<file path="config.mk">
export PLATFORM = sky130hd
export DESIGN_NAME = mipsCpuBus
export DESIGN_NICKNAME = d
export VERILOG_FILES = /design/src/mipsIsaPkg.sv /design/src/mipsCorePkg.sv /design/src/fetchStage.sv /design/src/decodeStage.sv /design/src/executeStage.sv /design/src/memAccessStage.sv /design/src/mipsCpuBus.sv
export VERILOG_INCLUDE_DIRS = /design/src
export SDC_FILE = /design/constraint.sdc
export NUM_CORES = 2
export LEC_CHECK = 0
export BUFFER_PORTS_ARGS = -buffer_cell sky130_fd_sc_hd__buf_2
export CAP_MARGIN = 15
export CORE_MARGIN = 2
export CORE_UTILIZATION = 35
export DETAILED_ROUTE_END_ITERATION = 6
export GPL_ROUTABILITY_DRIVEN = 0
export GPL_TIMING_DRIVEN = 0
export PLACE_DENSITY_LB_ADDON = 0.05
export SETUP_SLACK_MARGIN = 0.2
export SYNTH_ARGS = -nofsm -noshare
export SYNTH_HDL_FRONTEND = slang
export SYNTH_SLANG_ARGS = --single-unit
</file>
<file path="constraint.sdc">
create_clock -name clk -period 6.2 [get_ports clk]
set_input_delay 0 -clock clk [delete_from_list [all_inputs] [get_ports clk]]
set_output_delay 0 -clock clk [all_outputs]
set_load 0.01 [all_outputs]
</file>
<file path="src/mips_defines.svh">
// Global widths and fixed addresses for the MIPS core and its testbench, pulled in by `include
`ifndef MIPS_DEFINES_SVH
`define MIPS_DEFINES_SVH

// Datapath
`define MIPS_WORD_W    32              // Data and address width
`define MIPS_REG_COUNT 32              // General purpose registers

// Program counter landmarks
`define MIPS_RESET_PC  32'hBFC00000    // Boot vector, first fetch
`define MIPS_HALT_PC   32'h00000000    // Landing here stops the core

`endif

</file>
<file path="src/mipsIsaPkg.sv">
// Instruction-set types for the MIPS core; stages import it to split and carry instruction fields
`default_nettype none

`include "mips_defines.svh"

package mipsIsaPkg;

    typedef logic [`MIPS_WORD_W-1:0]             word_t;       // Data or address word
    typedef logic [$clog2(`MIPS_REG_COUNT)-1:0]  regAddr_t;    // Register number
    typedef logic [15:0]                         imm_t;        // I-type immediate
    typedef logic [25:0]                         jumpTarget_t; // J-type word index
    typedef logic [4:0]                          shamt_t;      // Shift amount

    // Primary opcode, bits 31:26
    typedef enum logic [5:0] {
        OP_SPECIAL = 6'd0,     // R-type, decoded by funct
        OP_J       = 6'd2,
        OP_BEQ     = 6'd4,
        OP_BNE     = 6'd5,
        OP_ADDIU   = 6'd9,
        OP_SLTI    = 6'd10,
        OP_SLTIU   = 6'd11,
        OP_ANDI    = 6'd12,
        OP_ORI     = 6'd13,
        OP_XORI    = 6'd14,
        OP_LUI     = 6'd15,
        OP_LW      = 6'd35,
        OP_SW      = 6'd43
    } opcode_t;

    // R-type function code, bits 5:0
    typedef enum logic [5:0] {
        FN_SLL  = 6'd0,
        FN_SRL  = 6'd2,
        FN_SRA  = 6'd3,
        FN_JR   = 6'd8,
        FN_ADDU = 6'd33,
        FN_SUBU = 6'd35,
        FN_AND  = 6'd36,
        FN_OR   = 6'd37,
        FN_XOR  = 6'd38,
        FN_SLT  = 6'd42,
        FN_SLTU = 6'd43
    } funct_t;

endpackage

`default_nettype wire

</file>
<file path="src/mipsCorePkg.sv">
// Microarchitecture types for the MIPS core: ALU and memory operations and stage FSM states
`default_nettype none

package mipsCorePkg;

    typedef enum logic [3:0] {
        ALU_ADD, ALU_SUB, ALU_AND, ALU_OR, ALU_XOR,
        ALU_SLT, ALU_SLTU,                 // Signed and unsigned compare
        ALU_SLL, ALU_SRL, ALU_SRA,         // opA shifted by opB[4:0]
        ALU_LUI                            // opB low half moved up
    } aluOp_t;

    typedef enum logic [1:0] {
        MEM_NONE, MEM_LOAD, MEM_STORE
    } memOp_t;

    // Fetch side of the req/ack handshake
    typedef enum logic [1:0] {
        FETCH_IDLE, FETCH_REQ, FETCH_HALTED
    } fetchState_t;

    // Bus owner in the memory access stage
    typedef enum logic [1:0] {
        MST_IDLE, MST_FETCH, MST_DATA, MST_RELEASE
    } memState_t;

endpackage

`default_nettype wire

</file>
<file path="src/fetchStage.sv">
// Fetch stage that holds the PC, requests instruction words over the handshake and detects halt
`default_nettype none
`timescale 1ns/1ps

`include "mips_defines.svh"

module fetchStage (
    input  wire logic              clk,
    input  wire logic              reset,
    input  wire logic              retire,     // Current instruction done
    input  wire mipsIsaPkg::word_t nextPc,
    input  wire logic              fetchAck,
    input  wire mipsIsaPkg::word_t fetchData,
    output logic                   fetchReq,
    output mipsIsaPkg::word_t      fetchAddr,
    output logic                   instrValid, // One-cycle pulse
    output mipsIsaPkg::word_t      instr,
    output mipsIsaPkg::word_t      pc,
    output logic                   active
);
    import mipsIsaPkg::*;
    import mipsCorePkg::*;

    fetchState_t state;

    assign fetchReq  = (state == FETCH_REQ);
    assign fetchAddr = pc;                    // Stable since pc only moves on retire

    always_ff @(posedge clk) begin
        instrValid <= 1'b0;
        if (reset) begin
            state  <= FETCH_REQ;              // Boot fetch goes out right after reset
            pc     <= `MIPS_RESET_PC;
            active <= 1'b1;
        end else begin
            case (state)
                FETCH_REQ: begin
                    if (fetchAck) begin
                        instr      <= fetchData;
                        instrValid <= 1'b1;
                        state      <= FETCH_IDLE; // Dropping req completes the handshake
                    end
                end
                FETCH_IDLE: begin
                    if (retire) begin
                        pc <= nextPc;
                        if (nextPc == `MIPS_HALT_PC) begin
                            state  <= FETCH_HALTED;
                            active <= 1'b0;
                        end else begin
                            state <= FETCH_REQ;
                        end
                    end
                end
                default: state <= FETCH_HALTED;   // Parked until reset
            endcase
        end
    end

    // New request only once the previous ack is gone
    assert property (@(posedge clk) disable iff (reset) $rose(fetchReq) |-> !fetchAck);

endmodule

`default_nettype wire

</file>
<file path="src/decodeStage.sv">
// Decode stage between fetch and execute with the register file and operand/control selection
`default_nettype none
`timescale 1ns/1ps

`include "mips_defines.svh"

module decodeStage (
    input  wire logic                 clk,
    input  wire logic                 reset,
    input  wire logic                 instrValid,
    input  wire mipsIsaPkg::word_t    instr,
    input  wire mipsIsaPkg::word_t    pc,
    input  wire logic                 wbEnable,
    input  wire mipsIsaPkg::regAddr_t wbReg,
    input  wire mipsIsaPkg::word_t    wbData,
    output logic                      decValid,
    output mipsCorePkg::aluOp_t       aluOp,
    output mipsIsaPkg::word_t         opA,
    output mipsIsaPkg::word_t         opB,
    output mipsIsaPkg::word_t         storeData,
    output mipsIsaPkg::regAddr_t      destReg,
    output mipsCorePkg::memOp_t       memOp,
    output logic                      isBranchEq,
    output logic                      isBranchNe,
    output logic                      isJump,
    output logic                      isJumpReg,
    output mipsIsaPkg::imm_t          imm,
    output mipsIsaPkg::jumpTarget_t   jumpTarget,
    output mipsIsaPkg::word_t         pcOut,
    output mipsIsaPkg::word_t         registerV0
);
    import mipsIsaPkg::*;
    import mipsCorePkg::*;

    word_t    regs [`MIPS_REG_COUNT];
    opcode_t  opcode;
    funct_t   funct;
    regAddr_t rs, rt, rd;
    shamt_t   shamt;
    imm_t     immField;
    word_t    rsVal, rtVal, sExt, zExt;
    aluOp_t   dAluOp;
    word_t    dOpA, dOpB;
    regAddr_t dDest;
    memOp_t   dMemOp;
    logic     dBeq, dBne, dJump, dJumpReg;

    // Field split
    assign opcode   = opcode_t'(instr[31:26]);
    assign rs       = instr[25:21];
    assign rt       = instr[20:16];
    assign rd       = instr[15:11];
    assign shamt    = instr[10:6];
    assign funct    = funct_t'(instr[5:0]);
    assign immField = instr[15:0];

    assign rsVal = regs[rs];
    assign rtVal = regs[rt];
    assign sExt  = {{16{immField[15]}}, immField};
    assign zExt  = {16'h0000, immField};
    assign registerV0 = regs[2];

    always_comb begin
        dAluOp   = ALU_ADD;
        dOpA     = rsVal;
        dOpB     = (opcode == OP_SPECIAL) ? rtVal : sExt;
        dDest    = '0;                           // No writeback unless set below
        dMemOp   = MEM_NONE;
        dBeq     = 1'b0;
        dBne     = 1'b0;
        dJump    = 1'b0;
        dJumpReg = 1'b0;
        case (opcode)
            OP_SPECIAL: begin
                dDest = rd;
                case (funct)
                    FN_ADDU: dAluOp = ALU_ADD;
                    FN_SUBU: dAluOp = ALU_SUB;
                    FN_AND:  dAluOp = ALU_AND;
                    FN_OR:   dAluOp = ALU_OR;
                    FN_XOR:  dAluOp = ALU_XOR;
                    FN_SLT:  dAluOp = ALU_SLT;
                    FN_SLTU: dAluOp = ALU_SLTU;
                    FN_SLL, FN_SRL, FN_SRA: begin
                        dOpA   = rtVal;               // Shift rt by shamt
                        dOpB   = word_t'(shamt);
                        dAluOp = (funct == FN_SLL) ? ALU_SLL :
                                 (funct == FN_SRL) ? ALU_SRL : ALU_SRA;
                    end
                    FN_JR: begin
                        dJumpReg = 1'b1;
                        dDest    = '0;
                    end
                    default: dDest = '0;              // Unknown funct decodes as no-op
                endcase
            end
            OP_ADDIU: dDest = rt;
            OP_SLTI: begin
                dAluOp = ALU_SLT;
                dDest  = rt;
            end
            OP_SLTIU: begin
                dAluOp = ALU_SLTU;
                dDest  = rt;
            end
            OP_ANDI, OP_ORI, OP_XORI: begin
                dOpB   = zExt;                        // Logical immediates zero-extend
                dDest  = rt;
                dAluOp = (opcode == OP_ANDI) ? ALU_AND :
                         (opcode == OP_ORI)  ? ALU_OR  : ALU_XOR;
            end
            OP_LUI: begin
                dAluOp = ALU_LUI;
                dDest  = rt;
            end
            OP_LW: begin
                dMemOp = MEM_LOAD;
                dDest  = rt;
            end
            OP_SW:  dMemOp = MEM_STORE;
            OP_BEQ: dBeq = 1'b1;
            OP_BNE: dBne = 1'b1;
            OP_J:   dJump = 1'b1;
            default: dDest = '0;                      // Unknown opcode decodes as no-op
        endcase
    end

    always_ff @(posedge clk) begin
        if (reset) begin
            decValid <= 1'b0;
        end else begin
            decValid <= instrValid;
        end
        if (instrValid) begin
            aluOp      <= dAluOp;
            opA        <= dOpA;
            opB        <= dOpB;
            storeData  <= rtVal;                      // SW data and branch compare
            destReg    <= dDest;
            memOp      <= dMemOp;
            isBranchEq <= dBeq;
            isBranchNe <= dBne;
            isJump     <= dJump;
            isJumpReg  <= dJumpReg;
            imm        <= immField;
            jumpTarget <= instr[25:0];
            pcOut      <= pc;
        end
    end

    // Writeback from memory access on retire
    always_ff @(posedge clk) begin
        if (reset) begin
            regs[0] <= '0;                            // $0 stays zero as its writes are dropped
        end else if (wbEnable && wbReg != '0) begin
            regs[wbReg] <= wbData;
        end
    end

    // $0 operand reaches execute as zero
    assert property (@(posedge clk) disable iff (reset)
        instrValid && rt == '0 |=> decValid && storeData == '0);

endmodule

`default_nettype wire

</file>
<file path="src/executeStage.sv">
// Execute stage between decode and memory access with the ALU, branch compare and next-PC logic
`default_nettype none
`timescale 1ns/1ps

module executeStage (
    input  wire logic                    clk,
    input  wire logic                    reset,
    input  wire logic                    decValid,
    input  wire mipsCorePkg::aluOp_t     aluOp,
    input  wire mipsIsaPkg::word_t       opA,
    input  wire mipsIsaPkg::word_t       opB,
    input  wire mipsIsaPkg::word_t       storeData,
    input  wire mipsIsaPkg::regAddr_t    destReg,
    input  wire mipsCorePkg::memOp_t     memOp,
    input  wire logic                    isBranchEq,
    input  wire logic                    isBranchNe,
    input  wire logic                    isJump,
    input  wire logic                    isJumpReg,
    input  wire mipsIsaPkg::imm_t        imm,
    input  wire mipsIsaPkg::jumpTarget_t jumpTarget,
    input  wire mipsIsaPkg::word_t       pc,
    output logic                         exValid,
    output mipsIsaPkg::word_t            aluResult,
    output mipsIsaPkg::word_t            exStoreData,
    output mipsIsaPkg::regAddr_t         exDestReg,
    output mipsCorePkg::memOp_t          exMemOp,
    output mipsIsaPkg::word_t            nextPc
);
    import mipsIsaPkg::*;
    import mipsCorePkg::*;

    word_t alu, pcPlus4, branchTarget, target;
    logic  branchTaken;

    always_comb begin
        case (aluOp)
            ALU_ADD:  alu = opA + opB;             // Also load/store address
            ALU_SUB:  alu = opA - opB;
            ALU_AND:  alu = opA & opB;
            ALU_OR:   alu = opA | opB;
            ALU_XOR:  alu = opA ^ opB;
            ALU_SLT:  alu = word_t'($signed(opA) < $signed(opB));
            ALU_SLTU: alu = word_t'(opA < opB);
            ALU_SLL:  alu = opA << opB[4:0];
            ALU_SRL:  alu = opA >> opB[4:0];
            ALU_SRA:  alu = word_t'($signed(opA) >>> opB[4:0]);
            ALU_LUI:  alu = {opB[15:0], 16'h0000};
            default:  alu = '0;
        endcase
    end

    // No delay slot so a taken branch goes straight to its target
    assign pcPlus4      = pc + 32'd4;
    assign branchTarget = pcPlus4 + {{14{imm[15]}}, imm, 2'b00};
    assign branchTaken  = (isBranchEq && opA == storeData) || (isBranchNe && opA != storeData);

    always_comb begin
        target = pcPlus4;
        if (isJumpReg) begin
            target = opA;
        end else if (isJump) begin
            target = {pcPlus4[31:28], jumpTarget, 2'b00};   // Same 256 MB region
        end else if (branchTaken) begin
            target = branchTarget;
        end
    end

    always_ff @(posedge clk) begin
        if (reset) begin
            exValid <= 1'b0;
        end else begin
            exValid <= decValid;
        end
        if (decValid) begin
            aluResult   <= alu;
            exStoreData <= storeData;
            exDestReg   <= destReg;
            exMemOp     <= memOp;
            nextPc      <= target;
        end
    end

endmodule

`default_nettype wire

</file>
<file path="src/memAccessStage.sv">
// Memory access stage owning the Avalon master for fetches, LW and SW and driving writeback
`default_nettype none
`timescale 1ns/1ps

module memAccessStage (
    input  wire logic                 clk,
    input  wire logic                 reset,
    input  wire logic                 exValid,
    input  wire mipsIsaPkg::word_t    aluResult,
    input  wire mipsIsaPkg::word_t    storeData,
    input  wire mipsIsaPkg::regAddr_t destReg,
    input  wire mipsCorePkg::memOp_t  memOp,
    input  wire logic                 fetchReq,
    input  wire mipsIsaPkg::word_t    fetchAddr,
    input  wire logic                 waitrequest,
    input  wire mipsIsaPkg::word_t    readdata,
    output logic                      fetchAck,
    output mipsIsaPkg::word_t         fetchData,
    output logic                      retire,     // One-cycle pulse with writeback
    output logic                      wbEnable,
    output mipsIsaPkg::regAddr_t      wbReg,
    output mipsIsaPkg::word_t         wbData,
    output mipsIsaPkg::word_t         address,
    output logic                      read,
    output logic                      write,
    output mipsIsaPkg::word_t         writedata,
    output logic [3:0]                byteenable
);
    import mipsIsaPkg::*;
    import mipsCorePkg::*;

    memState_t state;

    assign byteenable = 4'hF;                      // Word accesses only

    always_ff @(posedge clk) begin
        retire   <= 1'b0;
        wbEnable <= 1'b0;
        if (reset) begin
            state    <= MST_IDLE;
            read     <= 1'b0;
            write    <= 1'b0;
            fetchAck <= 1'b0;
        end else begin
            case (state)
                MST_IDLE: begin
                    if (exValid) begin
                        wbReg  <= destReg;
                        wbData <= aluResult;
                        if (memOp == MEM_NONE) begin
                            retire   <= 1'b1;      // ALU result retires next cycle
                            wbEnable <= 1'b1;      // Jumps carry $0 which decode drops
                        end else begin
                            address   <= {aluResult[31:2], 2'b00};
                            writedata <= storeData;
                            read      <= (memOp == MEM_LOAD);
                            write     <= (memOp == MEM_STORE);
                            state     <= MST_DATA;
                        end
                    end else if (fetchReq) begin
                        address <= fetchAddr;      // Instruction address straight from the PC
                        read    <= 1'b1;
                        state   <= MST_FETCH;
                    end
                end
                MST_FETCH: begin
                    if (!waitrequest) begin
                        read      <= 1'b0;
                        fetchData <= readdata;
                        fetchAck  <= 1'b1;
                        state     <= MST_RELEASE;
                    end
                end
                MST_RELEASE: begin
                    if (!fetchReq) begin           // Four-phase handshake waits for req to drop
                        fetchAck <= 1'b0;
                        state    <= MST_IDLE;
                    end
                end
                MST_DATA: begin
                    if (!waitrequest) begin
                        read     <= 1'b0;
                        write    <= 1'b0;
                        retire   <= 1'b1;
                        wbEnable <= read;          // Only LW writes back
                        if (read) begin
                            wbData <= readdata;
                        end
                        state <= MST_IDLE;
                    end
                end
                default: state <= MST_IDLE;
            endcase
        end
    end

    // Avalon master rules
    assert property (@(posedge clk) disable iff (reset) !(read && write));
    assert property (@(posedge clk) disable iff (reset)
        (read || write) && waitrequest |=> $stable(address) && $stable(read) && $stable(write));
    assert property (@(posedge clk) disable iff (reset) (read || write) |-> address[1:0] == 2'b00);

endmodule

`default_nettype wire

</file>
<file path="src/mipsCpuBus.sv">
// Top of the multi-cycle MIPS core; chains fetch, decode, execute and memory access to Avalon
`default_nettype none
`timescale 1ns/1ps

module mipsCpuBus (
    input  wire logic               clk,
    input  wire logic               reset,
    output logic                    active,
    output mipsIsaPkg::word_t       registerV0,
    output mipsIsaPkg::word_t       address,
    output logic                    read,
    output logic                    write,
    input  wire logic               waitrequest,
    output mipsIsaPkg::word_t       writedata,
    output logic [3:0]              byteenable,
    input  wire mipsIsaPkg::word_t  readdata
);
    import mipsIsaPkg::*;
    import mipsCorePkg::*;

    // Fetch <-> memory access handshake
    logic        fetchReq, fetchAck;
    word_t       fetchAddr, fetchData;
    // Fetch -> decode
    logic        instrValid;
    word_t       instr, pc;
    // Decode -> execute
    logic        decValid, isBranchEq, isBranchNe, isJump, isJumpReg;
    aluOp_t      aluOp;
    word_t       opA, opB, decStoreData, decPc;
    regAddr_t    decDestReg;
    memOp_t      decMemOp;
    imm_t        imm;
    jumpTarget_t jumpTarget;
    // Execute -> memory access and fetch
    logic        exValid;
    word_t       aluResult, exStoreData, nextPc;
    regAddr_t    exDestReg;
    memOp_t      exMemOp;
    // Retire and writeback
    logic        retire, wbEnable;
    regAddr_t    wbReg;
    word_t       wbData;

    fetchStage u_fetch (
        .clk(clk), .reset(reset), .retire(retire), .nextPc(nextPc),
        .fetchAck(fetchAck), .fetchData(fetchData), .fetchReq(fetchReq),
        .fetchAddr(fetchAddr), .instrValid(instrValid), .instr(instr), .pc(pc),
        .active(active)
    );

    decodeStage u_decode (
        .clk(clk), .reset(reset), .instrValid(instrValid), .instr(instr), .pc(pc),
        .wbEnable(wbEnable), .wbReg(wbReg), .wbData(wbData),
        .decValid(decValid), .aluOp(aluOp), .opA(opA), .opB(opB),
        .storeData(decStoreData), .destReg(decDestReg), .memOp(decMemOp),
        .isBranchEq(isBranchEq), .isBranchNe(isBranchNe), .isJump(isJump),
        .isJumpReg(isJumpReg), .imm(imm), .jumpTarget(jumpTarget), .pcOut(decPc),
        .registerV0(registerV0)
    );

    executeStage u_execute (
        .clk(clk), .reset(reset), .decValid(decValid), .aluOp(aluOp), .opA(opA), .opB(opB),
        .storeData(decStoreData), .destReg(decDestReg), .memOp(decMemOp),
        .isBranchEq(isBranchEq), .isBranchNe(isBranchNe), .isJump(isJump),
        .isJumpReg(isJumpReg), .imm(imm), .jumpTarget(jumpTarget), .pc(decPc),
        .exValid(exValid), .aluResult(aluResult), .exStoreData(exStoreData),
        .exDestReg(exDestReg), .exMemOp(exMemOp), .nextPc(nextPc)
    );

    memAccessStage u_mem (
        .clk(clk), .reset(reset), .exValid(exValid), .aluResult(aluResult),
        .storeData(exStoreData), .destReg(exDestReg), .memOp(exMemOp),
        .fetchReq(fetchReq), .fetchAddr(fetchAddr), .waitrequest(waitrequest),
        .readdata(readdata), .fetchAck(fetchAck), .fetchData(fetchData),
        .retire(retire), .wbEnable(wbEnable), .wbReg(wbReg), .wbData(wbData),
        .address(address), .read(read), .write(write), .writedata(writedata),
        .byteenable(byteenable)
    );

endmodule

`default_nettype wire

</file>
==> flow_summary.yaml <==
grt:
  grt_first_pass_wirelength_mm: 417
  grt_start_max_net_pins: 69
  grt_pass1_vias: 48804
  grt.total_usage_pct: 27.5
  gr-total-overflow: 0
  antenna_found_initial: 15
cells_and_area:
  num-nets-final: 5408
  drive_gt1_share_pct: 27.1
  final_area_mm2: 0.0895
  regMostFlops: "u_decode.regs"
  largest_reg_flops: 1024
  syn2layout_area_growth_pct: 17.9
power_and_ir_drop:
  leakage_uw: 0.0317
  ir_drop_mv: 0.320
  powerDensity_mw_per_mm2: 302
logic_synthesis:
  synthTopCellsByArea: "edfxtp_1 (58%), mux4_2 (21%), ha_1 (2.3%), mux2_2 (1.6%), nor2_1 (1.5%)"
  synthFlopType: "edfxtp_1"
  syn-instance-count: 4710
  synth_commonest_cells: "edfxtp_1 (1461), mux4_2 (694), nor2_1 (296)"
  async_reset_ff_share_pct: 0
  synth_top_cell_by_area: "edfxtp_1"
  post_synth_num_cell_types: 91
  avgSynthCellArea_um2: 16.1
  synth_edf_count: 1461
  synth_seq_area_share_pct: 59.3
  netlist.area_leader.share_pct: 57.8
  syn_area_mm2: 0.0759
  synth.ff_latch_count: 1516
  ys_warn_count: 0
  synth.most_common_cell: "edfxtp_1"
clock_tree:
  cts_setup_buffers: 0
  cts_max_level: 4
  clock_latency_ns: 0.85
  clkSlewWorstSetupHoldPaths_ns: 0.06
  cts_made_buffers: 175
  root_buffer: "clkbuf_16"
  numClockSinks: 1516
  max-clock-path-buffers: 3
  cts_tree: "built"
routing:
  vias: 49583
  ant_nets: 0
  drt_first_iter_violations: 5896
  routed_wl_mm: 309
  drcViolationCount: 1
  wl_per_cell_um: 37.5
  first_pass_iters: 7
  via_per_inst: 6.03
setup_path:
  crit_end: "u_execute.aluResult[25]$_DFFE_PP_"
  crit_fanout: 11
  cp-startpoint: "u_decode.opB[3]$_DFFE_PP_"
  cp-end-kind: "flip-flop"
  worstPathArrival_ns: 6.37
  regToRegSetupSlack_ns: 0.33
  r2r_cells: 16
  critPathLaunchType: "flip-flop"
  reg2reg_from: "u_decode.opB[3]$_DFFE_PP_"
  r2r-end: "u_execute.aluResult[25]$_DFFE_PP_"
  worstSetupPathType: "flip-flop to flip-flop"
  critPathRequiredTime_ns: 6.70
sta:
  final_max_slew_viol_count: 0
  fin_ws_ns: 0.331
  worst_pin_slew_ns: 1.32
  maxSlewHeadroom_pct: 12.1
  fin_crit_ns: 5.87
  min_period_over_period_pct: 94.7
  hold_violations: 0
  fmax_mhz: 170
  setup_viol: 0
  clock_skew_ns: 0.0868
  rsz0062_at_grt: "false"
floorplanning:
  start_util_pct: 35.3
  pin_count: 138
  fp.dieH_um: 470
  die_area_mm2: 0.220
  coreArea_mm2: 0.215
  die_w_um: 470
  core.rowCount: 170
placement:
  place_area_mm2: 0.0827
  port_buffers: 131
  dp_hpwl_mm: 234
  dp_worst_setup_slack_ns: -0.104
hold_path:
  hold_path_depth: 3
  hold_class: "input port to flip-flop"
  hp-start: "readdata[7]"
job:
  drv_cap: 0
status:
  violations: "design-rule violations"
  status: "complete, but fails checks"
[worst min-delay path by stage]
stage | endpoint | slack [ns]
global route | u_mem.wbData[7]$_DFFE_PP_ | 0.03
global placement | u_mem.fetchData[26]$_DFFE_PP_ | 0.21
detailed placement | u_mem.fetchData[26]$_DFFE_PP_ | 0.22
floorplan | u_mem.fetchData[0]$_DFFE_PP_ | 0.1
finish | u_mem.wbData[7]$_DFFE_PP_ | 0.05
CTS | u_mem.wbData[7]$_DFFE_PP_ | 0.004
[cell families (layout without fill, tap and decap cells)]
logic type	after synthesis	count (layout)	synth area share, %
XOR/XNOR	92	92	1.06
buffers and inverters	458	1122	2.39
multiplexers	882	882	23.3
other	1	16	0.00494
AO/OA/AOI/OAI	720	720	6.15
AND/OR/NAND/NOR	900	900	5.46
adder cells (fa/ha/maj)	141	141	2.36
flip-flops	1516	1516	59.3
[report_power, final]
group,switching [uW],internal (uW),total (uW),leakage [uW]
combinational,3070,1820,4900,0.0132
sequential,283,11500,11800,0.0157
clock,4450,5860,10300,0.00279
total,7800,19200,27000,0.0317
[metal layers]
| metal | part of all wire, % | global-route usage (%) | vias up |
|---|---|---|---|
| met5 | 0.013 | 0 | - |
| met4 | 5.2 | 12.4 | 6 |
| met3 | 6.3 | 4.14 | 563 |
| met2 | 48 | 45.3 | 2294 |
| met1 | 40 | 36.1 | 26510 |
| li1 | - | - | 20210 |
[critical path, cell delays in order, from the launching register on]
cell       delay (ns)
edfxtp_1         0.55
inv_1            0.14
clkbuf_1         0.49
buf_1            0.50
clkbuf_2         0.43
ha_1             0.20
clkbuf_1         0.35
inv_1            0.08
a221oi_1         0.31
and3b_1          0.26
o31ai_1          0.52
and4b_1          0.37
nor3_1           0.15
a21o_1           0.20
a21oi_1          0.26
a21oi_1          0.12
a2bb2oi_1        0.64
[cell type report]
type,instances,area (um^2)
Antenna cell,12,30.0
Buffer,340,1400
Clock buffer,217,4610
Clock inverter,105,1090
Fill cell,19428,126000
Inverter,118,443
Multi-Input combinational cell,2739,29400
Sequential cell,1516,45000
Tap cell,2838,3550
Timing Repair Buffer,342,4000
[stage by stage]
step / utilization [%] / total power (uW) / TNS, ns / hold WS [ns] / cells
5_1_grt: 41.6 / 27800 / 0 / 0.0296 / 8218
3_3_place_gp: 37.2 / 16700 / -1549.90 / 0.214 / 7682
3_5_place_dp: 38.5 / 16800 / -0.104 / 0.216 / 7814
4_1_cts: 41.4 / 27100 / 0 / 0.00360 / 8199
6_report: 41.6 / 27000 / 0 / 0.0461 / 8227
2_1_floorplan: - / 14700 / 0 / 0.0989 / 4713
[cell usage in the layout, fill, tap and decap left out, types with 34 or more instances in the layout]
master / count
nor3_1: 47
edfxtp_1: 1461
buf_8: 48
nor2_1: 266
buf_12: 46
ha_1: 138
nand3_1: 44
o21ai_0: 120
inv_1: 114
buf_1: 51
mux2i_1: 79
a21oi_1: 217
and2_1: 37
dfxtp_1: 53
clkinv_2: 37
nand2_1: 287
xnor2_1: 73
buf_2: 172
dlygate4sd3_1: 63
clkbuf_1: 259
o21ai_1: 34
mux4_2: 694
clkbuf_16: 177
mux2_2: 108
clkinv_1: 36
[what timing repair did]
item,CTS,global route
hold buffers,63,0
endpoints found under the hold margin,96,0
resized for setup,1,3
cloned,0,0
endpoints found under the setup margin,1,4
(Power assumes the default switching activity.)
